[src/rtl/fpu_pkg.sv]
package fpu_pkg;

    // Reorder-buffer tag width, fixed by the ROB
    localparam int TAG_W = 4;

    // Canonical quiet NaN returned when both min/max operands are NaN
    localparam logic [31:0] CANON_NAN = 32'h7fc0_0000;

    // Operation codes handled by the execution units
    typedef enum logic [2:0] {
        OP_SGNJ  = 3'd0,
        OP_SGNJN = 3'd1,
        OP_SGNJX = 3'd2,
        OP_MIN   = 3'd3,
        OP_MAX   = 3'd4,
        OP_FEQ   = 3'd5,
        OP_FLT   = 3'd6,
        OP_FLE   = 3'd7
    } fpu_op_e;

    // IEEE-754 single-precision layout
    typedef struct packed {
        logic        sign;
        logic [7:0]  exponent;
        logic [22:0] mantissa;
    } fp32_fields_t;

    // Operand word, seen as a raw word or as its fields
    // Fields serve the NaN, zero and sign tests
    // The raw word serves magnitude compares
    typedef union packed {
        logic [31:0]  raw;
        fp32_fields_t fields;
    } fp32_u;

    // Instruction with resolved operands, as issued by the core
    typedef struct packed {
        fpu_op_e          op;
        fp32_u            rs1;
        fp32_u            rs2;
        logic [TAG_W-1:0] tag;
    } fpu_issue_t;

    // Tagged result for out-of-order write back
    typedef struct packed {
        logic [TAG_W-1:0] tag;
        logic [31:0]      value;
        logic             invalid;
    } fpu_result_t;

endpackage

[src/rtl/fpu_eu.sv]
module fpu_eu (
    input  logic                 clk_i,
    input  logic                 rst_n_i,
    input  logic                 flush_i,

    // From the issue queue
    input  logic                 valid_i,
    input  fpu_pkg::fpu_issue_t  op_i,
    output logic                 ready_o,

    // To the result arbiter
    output logic                 valid_o,
    output fpu_pkg::fpu_result_t res_o,
    input  logic                 ready_i
);

    // Stage 1 holds the accepted op
    logic                 s1_valid_q;
    fpu_pkg::fpu_issue_t  s1_op_q;

    // Stage 2 holds the finished result
    logic                 s2_valid_q;
    fpu_pkg::fpu_result_t s2_res_q;

    logic                 s2_free;
    logic                 s1_adv;
    logic                 accept;

    // Operand decode
    fpu_pkg::fp32_u       a;
    fpu_pkg::fp32_u       b;
    logic                 a_nan;
    logic                 b_nan;
    logic                 a_snan;
    logic                 b_snan;
    logic                 any_nan;
    logic                 any_snan;
    logic                 both_zero;
    logic                 mag_lt;
    logic                 mag_gt;
    logic                 op_eq;
    logic                 op_lt;
    logic                 ord_lt;
    fpu_pkg::fpu_result_t res_d;

    // Pipeline flow
    assign s2_free = !s2_valid_q || ready_i;
    assign s1_adv  = s1_valid_q && s2_free;
    assign ready_o = !s1_valid_q || s1_adv;
    assign accept  = valid_i && ready_o;

    assign a = s1_op_q.rs1;
    assign b = s1_op_q.rs2;

    // All-ones exponent with nonzero mantissa
    assign a_nan  = (a.fields.exponent == 8'hff) && (a.fields.mantissa != '0);
    assign b_nan  = (b.fields.exponent == 8'hff) && (b.fields.mantissa != '0);
    // Quiet bit clear marks a signalling NaN
    assign a_snan = a_nan && !a.fields.mantissa[22];
    assign b_snan = b_nan && !b.fields.mantissa[22];

    assign any_nan   = a_nan || b_nan;
    assign any_snan  = a_snan || b_snan;
    // +0 and -0 in any combination
    assign both_zero = (a.raw[30:0] == '0) && (b.raw[30:0] == '0);

    // Magnitude order straight from the raw bits
    assign mag_lt = a.raw[30:0] < b.raw[30:0];
    assign mag_gt = a.raw[30:0] > b.raw[30:0];

    // IEEE equality, zeros compare equal
    assign op_eq = (a.raw == b.raw) || both_zero;

    // Signed less-than for non-NaN operands
    always_comb begin
        if (both_zero) begin
            op_lt = 1'b0;
        end else if (a.fields.sign != b.fields.sign) begin
            op_lt = a.fields.sign;
        end else if (a.fields.sign) begin
            // Both negative, larger magnitude is smaller
            op_lt = mag_gt;
        end else begin
            op_lt = mag_lt;
        end
    end

    // Min/max order also ranks -0 below +0
    assign ord_lt = op_lt || (both_zero && a.fields.sign && !b.fields.sign);

    always_comb begin
        res_d.tag     = s1_op_q.tag;
        res_d.value   = '0;
        res_d.invalid = 1'b0;
        unique case (s1_op_q.op)
            fpu_pkg::OP_SGNJ: begin
                res_d.value = {b.fields.sign, a.raw[30:0]};
            end
            fpu_pkg::OP_SGNJN: begin
                res_d.value = {~b.fields.sign, a.raw[30:0]};
            end
            fpu_pkg::OP_SGNJX: begin
                res_d.value = {a.fields.sign ^ b.fields.sign, a.raw[30:0]};
            end
            fpu_pkg::OP_MIN, fpu_pkg::OP_MAX: begin
                res_d.invalid = any_snan;
                if (a_nan && b_nan) begin
                    res_d.value = fpu_pkg::CANON_NAN;
                end else if (a_nan) begin
                    res_d.value = b.raw;
                end else if (b_nan) begin
                    res_d.value = a.raw;
                end else if (s1_op_q.op == fpu_pkg::OP_MIN) begin
                    res_d.value = ord_lt ? a.raw : b.raw;
                end else begin
                    res_d.value = ord_lt ? b.raw : a.raw;
                end
            end
            fpu_pkg::OP_FEQ: begin
                // Quiet compare, only sNaN is invalid
                res_d.value   = {31'd0, !any_nan && op_eq};
                res_d.invalid = any_snan;
            end
            fpu_pkg::OP_FLT: begin
                res_d.value   = {31'd0, !any_nan && op_lt};
                res_d.invalid = any_nan;
            end
            fpu_pkg::OP_FLE: begin
                res_d.value   = {31'd0, !any_nan && (op_lt || op_eq)};
                res_d.invalid = any_nan;
            end
        endcase
    end

    always_ff @(posedge clk_i or negedge rst_n_i) begin
        if (!rst_n_i) begin
            s1_valid_q <= 1'b0;
            s2_valid_q <= 1'b0;
        end else if (flush_i) begin
            s1_valid_q <= 1'b0;
            s2_valid_q <= 1'b0;
        end else begin
            // Stage 1 refills in the cycle it moves on
            if (accept) begin
                s1_valid_q <= 1'b1;
            end else if (s1_adv) begin
                s1_valid_q <= 1'b0;
            end
            // Stage 2 empties only when taken and not refilled
            if (s1_adv) begin
                s2_valid_q <= 1'b1;
            end else if (ready_i) begin
                s2_valid_q <= 1'b0;
            end
        end
    end

    always_ff @(posedge clk_i) begin
        if (accept) begin
            s1_op_q <= op_i;
        end
        if (s1_adv) begin
            s2_res_q <= res_d;
        end
    end

    assign valid_o = s2_valid_q;
    assign res_o   = s2_res_q;

endmodule

[src/rtl/fpu_exec_top.sv]
module fpu_exec_top #(
    parameter int RS_DEPTH = 4,
    parameter int N_EU     = 2
) (
    input  logic                 clk_i,
    input  logic                 rst_n_i,
    input  logic                 flush_i,

    // Issue port
    input  logic                 issue_valid_i,
    input  fpu_pkg::fpu_issue_t  issue_i,
    output logic                 issue_ready_o,

    // Result port
    output logic                 res_valid_o,
    output fpu_pkg::fpu_result_t res_o,
    input  logic                 res_ready_i
);

    // Queue to units
    logic                 [N_EU-1:0] disp_valid;
    logic                 [N_EU-1:0] disp_ready;
    fpu_pkg::fpu_issue_t             disp_op;

    // Units to arbiter
    logic                 [N_EU-1:0] eu_valid;
    logic                 [N_EU-1:0] eu_ready;
    fpu_pkg::fpu_result_t [N_EU-1:0] eu_res;

    fpu_issue_queue #(
        .RS_DEPTH (RS_DEPTH),
        .N_EU     (N_EU)
    ) u_queue (
        .clk_i         (clk_i),
        .rst_n_i       (rst_n_i),
        .flush_i       (flush_i),
        .issue_valid_i (issue_valid_i),
        .issue_i       (issue_i),
        .issue_ready_o (issue_ready_o),
        .disp_valid_o  (disp_valid),
        .disp_op_o     (disp_op),
        .disp_ready_i  (disp_ready)
    );

    // Identical units share the dispatch bus
    for (genvar i = 0; i < N_EU; i++) begin : g_eu
        fpu_eu u_eu (
            .clk_i   (clk_i),
            .rst_n_i (rst_n_i),
            .flush_i (flush_i),
            .valid_i (disp_valid[i]),
            .op_i    (disp_op),
            .ready_o (disp_ready[i]),
            .valid_o (eu_valid[i]),
            .res_o   (eu_res[i]),
            .ready_i (eu_ready[i])
        );
    end

    fpu_result_arb #(
        .N_EU (N_EU)
    ) u_arb (
        .clk_i       (clk_i),
        .rst_n_i     (rst_n_i),
        .flush_i     (flush_i),
        .eu_valid_i  (eu_valid),
        .eu_res_i    (eu_res),
        .eu_ready_o  (eu_ready),
        .res_valid_o (res_valid_o),
        .res_o       (res_o),
        .res_ready_i (res_ready_i)
    );

endmodule

[src/rtl/fpu_issue_queue.sv]
module fpu_issue_queue #(
    parameter int RS_DEPTH = 4,
    parameter int N_EU     = 2
) (
    input  logic                clk_i,
    input  logic                rst_n_i,
    input  logic                flush_i,

    // Issue side
    input  logic                issue_valid_i,
    input  fpu_pkg::fpu_issue_t issue_i,
    output logic                issue_ready_o,

    // Dispatch side, one handshake pair per unit
    output logic [N_EU-1:0]     disp_valid_o,
    output fpu_pkg::fpu_issue_t disp_op_o,
    input  logic [N_EU-1:0]     disp_ready_i
);

    localparam int PTR_W = (RS_DEPTH > 1) ? $clog2(RS_DEPTH) : 1;
    localparam int CNT_W = $clog2(RS_DEPTH + 1);

    // Entry storage
    fpu_pkg::fpu_issue_t mem_q [RS_DEPTH];

    // Circular buffer control
    logic [PTR_W-1:0] head_q;
    logic [PTR_W-1:0] tail_q;
    logic [CNT_W-1:0] count_q;

    logic             push;
    logic             pop;
    logic [N_EU-1:0]  pick;

    // Pointer increment with wrap at the last entry
    function automatic logic [PTR_W-1:0] next_ptr(input logic [PTR_W-1:0] ptr);
        logic [PTR_W-1:0] nxt;
        if (ptr == PTR_W'(RS_DEPTH - 1)) begin
            nxt = '0;
        end else begin
            nxt = ptr + 1'b1;
        end
        return nxt;
    endfunction

    // Free entry available, nothing accepted while flushing
    assign issue_ready_o = (count_q != CNT_W'(RS_DEPTH)) && !flush_i;
    assign push          = issue_valid_i && issue_ready_o;

    // Isolate lowest set bit of the ready vector
    assign pick = disp_ready_i & (~disp_ready_i + N_EU'(1));

    // Offer the head only to the chosen unit
    assign disp_valid_o = ((count_q != '0) && !flush_i) ? pick : '0;
    assign disp_op_o    = mem_q[head_q];

    // Head leaves when the selected unit takes it
    assign pop = |(disp_valid_o & disp_ready_i);

    always_ff @(posedge clk_i or negedge rst_n_i) begin
        if (!rst_n_i) begin
            head_q  <= '0;
            tail_q  <= '0;
            count_q <= '0;
        end else if (flush_i) begin
            // Drop every buffered entry
            head_q  <= '0;
            tail_q  <= '0;
            count_q <= '0;
        end else begin
            if (push) begin
                tail_q <= next_ptr(tail_q);
            end
            if (pop) begin
                head_q <= next_ptr(head_q);
            end
            // Occupancy follows push and pop together
            case ({push, pop})
                2'b10:   count_q <= count_q + 1'b1;
                2'b01:   count_q <= count_q - 1'b1;
                default: count_q <= count_q;
            endcase
        end
    end

    // Payload write at the tail
    always_ff @(posedge clk_i) begin
        if (push) begin
            mem_q[tail_q] <= issue_i;
        end
    end

endmodule

[src/rtl/fpu_result_arb.sv]
module fpu_result_arb #(
    parameter int N_EU = 2
) (
    input  logic                                clk_i,
    input  logic                                rst_n_i,
    input  logic                                flush_i,

    // Unit results
    input  logic                 [N_EU-1:0]     eu_valid_i,
    input  fpu_pkg::fpu_result_t [N_EU-1:0]     eu_res_i,
    output logic                 [N_EU-1:0]     eu_ready_o,

    // Shared result bus
    output logic                                res_valid_o,
    output fpu_pkg::fpu_result_t                res_o,
    input  logic                                res_ready_i
);

    localparam int IDX_W = (N_EU > 1) ? $clog2(N_EU) : 1;

    // Round-robin start position
    logic [IDX_W-1:0] rr_ptr_q;

    logic             slot_free;
    logic             gnt_any;
    logic [IDX_W-1:0] gnt_idx;

    // Slot can take a new result when empty or leaving this cycle
    assign slot_free = !res_valid_o || res_ready_i;

    // First valid unit at or after the pointer
    always_comb begin
        int idx;
        gnt_any = 1'b0;
        gnt_idx = '0;
        for (int i = 0; i < N_EU; i++) begin
            idx = int'(rr_ptr_q) + i;
            if (idx >= N_EU) begin
                idx = idx - N_EU;
            end
            if (!gnt_any && eu_valid_i[idx]) begin
                gnt_any = 1'b1;
                gnt_idx = IDX_W'(idx);
            end
        end
    end

    // Only the winner sees ready
    always_comb begin
        eu_ready_o = '0;
        if (gnt_any && slot_free && !flush_i) begin
            eu_ready_o[gnt_idx] = 1'b1;
        end
    end

    always_ff @(posedge clk_i or negedge rst_n_i) begin
        if (!rst_n_i) begin
            res_valid_o <= 1'b0;
            rr_ptr_q    <= '0;
        end else if (flush_i) begin
            res_valid_o <= 1'b0;
        end else if (gnt_any && slot_free) begin
            res_valid_o <= 1'b1;
            // Skip past the winner for fairness
            if (gnt_idx == IDX_W'(N_EU - 1)) begin
                rr_ptr_q <= '0;
            end else begin
                rr_ptr_q <= gnt_idx + 1'b1;
            end
        end else if (res_ready_i) begin
            res_valid_o <= 1'b0;
        end
    end

    // Result payload
    always_ff @(posedge clk_i) begin
        if (gnt_any && slot_free && !flush_i) begin
            res_o <= eu_res_i[gnt_idx];
        end
    end

endmodule

[config.mk]
export PLATFORM = sky130hd
export DESIGN_NAME = fpu_exec_top
export DESIGN_NICKNAME = d
export VERILOG_FILES = /design/src/rtl/fpu_pkg.sv /design/src/rtl/fpu_eu.sv /design/src/rtl/fpu_exec_top.sv /design/src/rtl/fpu_issue_queue.sv /design/src/rtl/fpu_result_arb.sv
export SDC_FILE = /design/constraint.sdc
export NUM_CORES = 1
export LEC_CHECK = 0
export ABC_CLOCK_PERIOD_IN_PS = 7400
export BUFFER_PORTS_ARGS = -buffer_cell sky130_fd_sc_hd__buf_4
export CORE_UTILIZATION = 56
export CTS_BUF_LIST = sky130_fd_sc_hd__clkbuf_8
export DETAILED_ROUTE_END_ITERATION = 6
export GPL_TIMING_DRIVEN = 0
export PLACE_DENSITY = 0.77
export SLEW_MARGIN = 20
export SYNTH_ARGS = -nofsm -noshare
export SYNTH_HDL_FRONTEND = slang
export SYNTH_HIERARCHICAL = 1
export SYNTH_SLANG_ARGS = --single-unit
[constraint.sdc]
create_clock -name clk_i -period 7.4 [get_ports clk_i]
set_input_delay 0 -clock clk_i [delete_from_list [all_inputs] [get_ports clk_i]]
set_output_delay 0 -clock clk_i [all_outputs]
set_load 0.01 [all_outputs]
==> summary.txt <==
Logic synthesis
  • Flop and latch count out of synthesis: 550
  • Top area cells in the synthesized netlist: edfxtp_1, mux4_2, ha_1
  • Most repeated cell in the gate-level netlist after synthesis: edfxtp_1
  • Sequential share of the synthesized area: 0.725
  • Distinct cell type count of the synthesized netlist: 78
  • Total standard cell area after synthesis: 0.0227 mm2
  • Count of warnings emitted by yosys: 6
  • Dominant synthesized flop cell: edfxtp_1
  • Fraction of post-synthesis cell area in the top cell type by area: 0.711
  • Post-synthesis net count: 1402
  • Share of flip-flops with an asynchronous set or reset: 0.0236
  • Post-synthesis area per instance: 18.1 um2
  • Gate count after technology mapping: 1254
  • Number of enable flip-flop cells after synthesis: 537
  • Cell type contributing the most total cell area after synthesis: edfxtp_1
  • Most instantiated cells after synthesis: edfxtp_1, inv_1, ha_1, mux4_2, nor2_1

STA
  • Max-slew violation count: 0
  • Worst clock skew on the final layout: 0.0398 ns
  • Number of setup violations in the final report: 0
  • Setup repair after global routing missed its margin: no
  • Final worst path period share: 0.490
  • Final Hold Viols: 0
  • Maximum clock rate: 276 MHz
  • Clock period minus worst slack: 3.62 ns
  • Total negative setup slack: 0 ns
  • Transition at the pin with the smallest max-transition slack: 0.857 ns
  • Worst max-slew margin expressed relative to the limit: 0.429

Power and ir drop
  • Leakage power figure: 9.54 nW
  • VDD IR max: 0.000223 V
  • Cell Pwr Density: 290 mW/mm2

Cells and area
  • Synthesis-to-finish area growth: 18.0%
  • Antenna cells: 0
  • Fraction of layout cells with a size suffix above 1: 0.249
  • NumNets Final: 1690
  • Finished layout cell area: 0.0268 mm2
  • Total of fill cells in the finished design: 2628

Global routing
  • Number of global-route vias before repair: 12600
  • Number of antenna violations at the first check in global routing: 0
  • Global-route wire length before repair: 73500 um
  • Largest net degree at the start of global routing: 48
  • Overflow after GRT: 0
  • Overall track demand over capacity in global routing: 0.241

Clocking
  • Number of buffers inserted during clock tree synthesis: 86
  • Root buffer cell: clkbuf_8
  • Later-pin clock latency in the skew report: 0.66 ns
  • # H-tree levels: 3
  • Max Root-Sink Buffers: 3
  • Post-cts sizing count: 0
  • Num Clock Sinks: 550
  • Clk slew on worst S/H paths: 0.06 ns
  • TritonCTS clock tree: built

Route
  • Via count: 12600
  • Pre-antenna DRT Iters: 6
  • Post-route DRC violation count: 0
  • Routed via count divided by cell count: 5.90
  • Total detailed-routing wirelength: 48500 um
  • Post-detailed-route count of antenna-violating nets: 0
  • Routed wirelength normalized by instance count: 22.7 um
  • Number of DRC markers after the initial detailed-route iteration: 1333

Setup path
  • Kind of start point of the critical path: flop
  • Critical path capture point type: flop
  • Maximum fanout along the worst path: 10
  • Arrival time reported for the critical path endpoint: 3.98 ns
  • CP required: 7.76 ns
  • Critical path class: flop to flop
  • Cell Chain, Critical Path: ha_1 -> nand4_1 -> nor4_2 -> nand3_1 -> nand2_1 -> o21ba_4 -> o22ai_4 -> mux2i_1 -> nand2_2 -> buf_6 -> a22o_1
  • Maximum single-stage delay on the critical path: 0.56 ns
  • Crit path max-delay cell type: nor4_2

Run status
  • Run status: finished clean

Die
  • Die Y: 203 um
  • Number of placement rows: 73
  • Overall die area: 0.0413 mm2
  • IO Count: 115
  • Std-Cell Core Area: 0.0398 mm2
  • Die extent in x: 203 um
  • Starting density of the core: 0.569

Placement
  • Cell area after placement: 0.0244 mm2
  • Count of input and output buffers: 114
  • Routability cong.: 0.969
  • Final HPWL from detailed placement: 33600 um

Worst hold path
  • HP Class: input port to flop

Job
  • Total of max-cap violations: 0
-- critical path, delay by kind of cell (launching register included) --
family / cells / cell delay (ns)
buf+inv: 1 / 0.17
fa+ha+maj: 1 / 0.35
compound gates: 3 / 0.67
simple gates: 5 / 1.36
flops: 1 / 0.47
mux: 1 / 0.34
-- metal layers --
layer | vias to the layer above | global-route usage | routed length (um) | share of wire
li1 | 5669 | - | - | -
met1 | 6268 | 0.346 | 21000 | 0.43
met2 | 558 | 0.372 | 22700 | 0.47
met3 | 85 | 0.0468 | 3450 | 0.071
met4 | 0 | 0.0892 | 1330 | 0.027
met5 | - | 0 | 0 | 0
-- stage by stage --
step | setup WS, ns | std cells | utilization | power (W) | hold WS [ns]
2_1_floorplan | 3.88 | 1254 | - | 0.00496 | -0.296
3_3_place_gp | 2.80 | 1893 | 0.607 | 0.00543 | -0.141
3_5_place_dp | 3.83 | 1902 | 0.614 | 0.00548 | -0.141
4_1_cts | 3.81 | 2133 | 0.672 | 0.00779 | 0.0429
5_1_grt | 3.60 | 2133 | 0.672 | 0.00808 | 0.0623
6_report | 3.78 | 2133 | 0.672 | 0.00776 | 0.0932
-- worst paths after layout --
check                                       startpoint                     end  slack [ns]  cells after the start
max in group asynchronous                      rst_n_i       u_queue/head_q[1]        6.55                      3
worst max-delay path                g_eu[1].u_eu/a[28]  g_eu[1].u_eu/res_o[20]        3.78                     11
min in group asynchronous                      rst_n_i      u_queue/count_q[0]        0.45                      3
worst max register to register      g_eu[1].u_eu/a[28]  g_eu[1].u_eu/res_o[20]        3.78                     11
worst min register to register  g_eu[0].u_eu/res_d[36]  g_eu[0].u_eu/res_o[36]        0.41                      0
worst min-delay path                       issue_i[37]    u_queue/mem_q[0][37]        0.09                      2
-- final cells by class --
class | count | area, um2 | area share
well taps | 525 | 657 | 0.0245
multi-input cells | 584 | 5710 | 0.213
repair buffers | 200 | 1840 | 0.0686
inverters | 77 | 289 | 0.0108
clock inverters | 67 | 349 | 0.0130
plain buffers | 43 | 268 | 0.0100
flip-flops and latches | 550 | 16500 | 0.615
clock buffers | 87 | 1200 | 0.0448
-- repair_timing --
action | in CTS | in global routing
endpoints found under the setup margin | 0 | 0
buffers inserted | 0 | 0
endpoints found under the hold margin | 315 | 0
hold buffers | 77 | 0
-- power by group --
part           leakage (nW)  switching [W]  total [W]  internal [W]
Clock                 0.904        0.00112    0.00229       0.00117
Sequential             5.06       0.000183    0.00402       0.00384
Combinational          3.57       0.000818    0.00145      0.000629
-- cell usage in the layout, fill, tap and decap left out, types with 8 or more instances in the layout --
cell           Yosys  layout
clkbuf_1          14      14
clkbuf_8           0      87
nand4_1           29      29
ha_1              71      71
a22o_1            38      38
mux2_4            19      19
mux2_2            18      18
mux4_2            71      71
clkinv_2           0       8
nor3_1            15      15
nand3_1            8       8
buf_4              2     116
nor4_1            31      31
nor2_1            48      47
nand2_1           42      42
edfxtp_1         537     537
buf_2             17      17
clkinv_1           0      19
dlygate4sd3_1      0      77
o21ai_0           16      16
a32o_1            22      22
a31oi_1            8       8
a21oi_1           35      35
dfrtp_1           13      13
inv_1             76     107
-- sequential cells by signal, summed over array words and instances (netlist names) --
| signal | flops |
|---|---|
| u_queue/mem_q | 284 |
| g_eu.u_eu/res_o | 74 |
| g_eu.u_eu/a | 64 |
| g_eu.u_eu/b | 64 |
| u_arb/res_o | 37 |
| g_eu.u_eu/res_d | 8 |
| g_eu.u_eu/s1_op_q | 6 |
| u_queue/count_q | 3 |
| g_eu.u_eu/s1_valid_q | 2 |
| g_eu.u_eu/valid_o | 2 |
| u_queue/head_q | 2 |
| u_queue/tail_q | 2 |
| u_arb/res_valid_o | 1 |
| u_arb/rr_ptr_q | 1 |
-- kinds of logic after synthesis --
family	count (synthesis)	synth area share
flops	550	0.725
simple gates	221	0.0536
compound gates	173	0.0602
buf+inv	120	0.0245
mux	114	0.0947
fa+ha+maj	72	0.0401
xor+xnor	4	0.00154
Power figures use the tool's default switching activity.
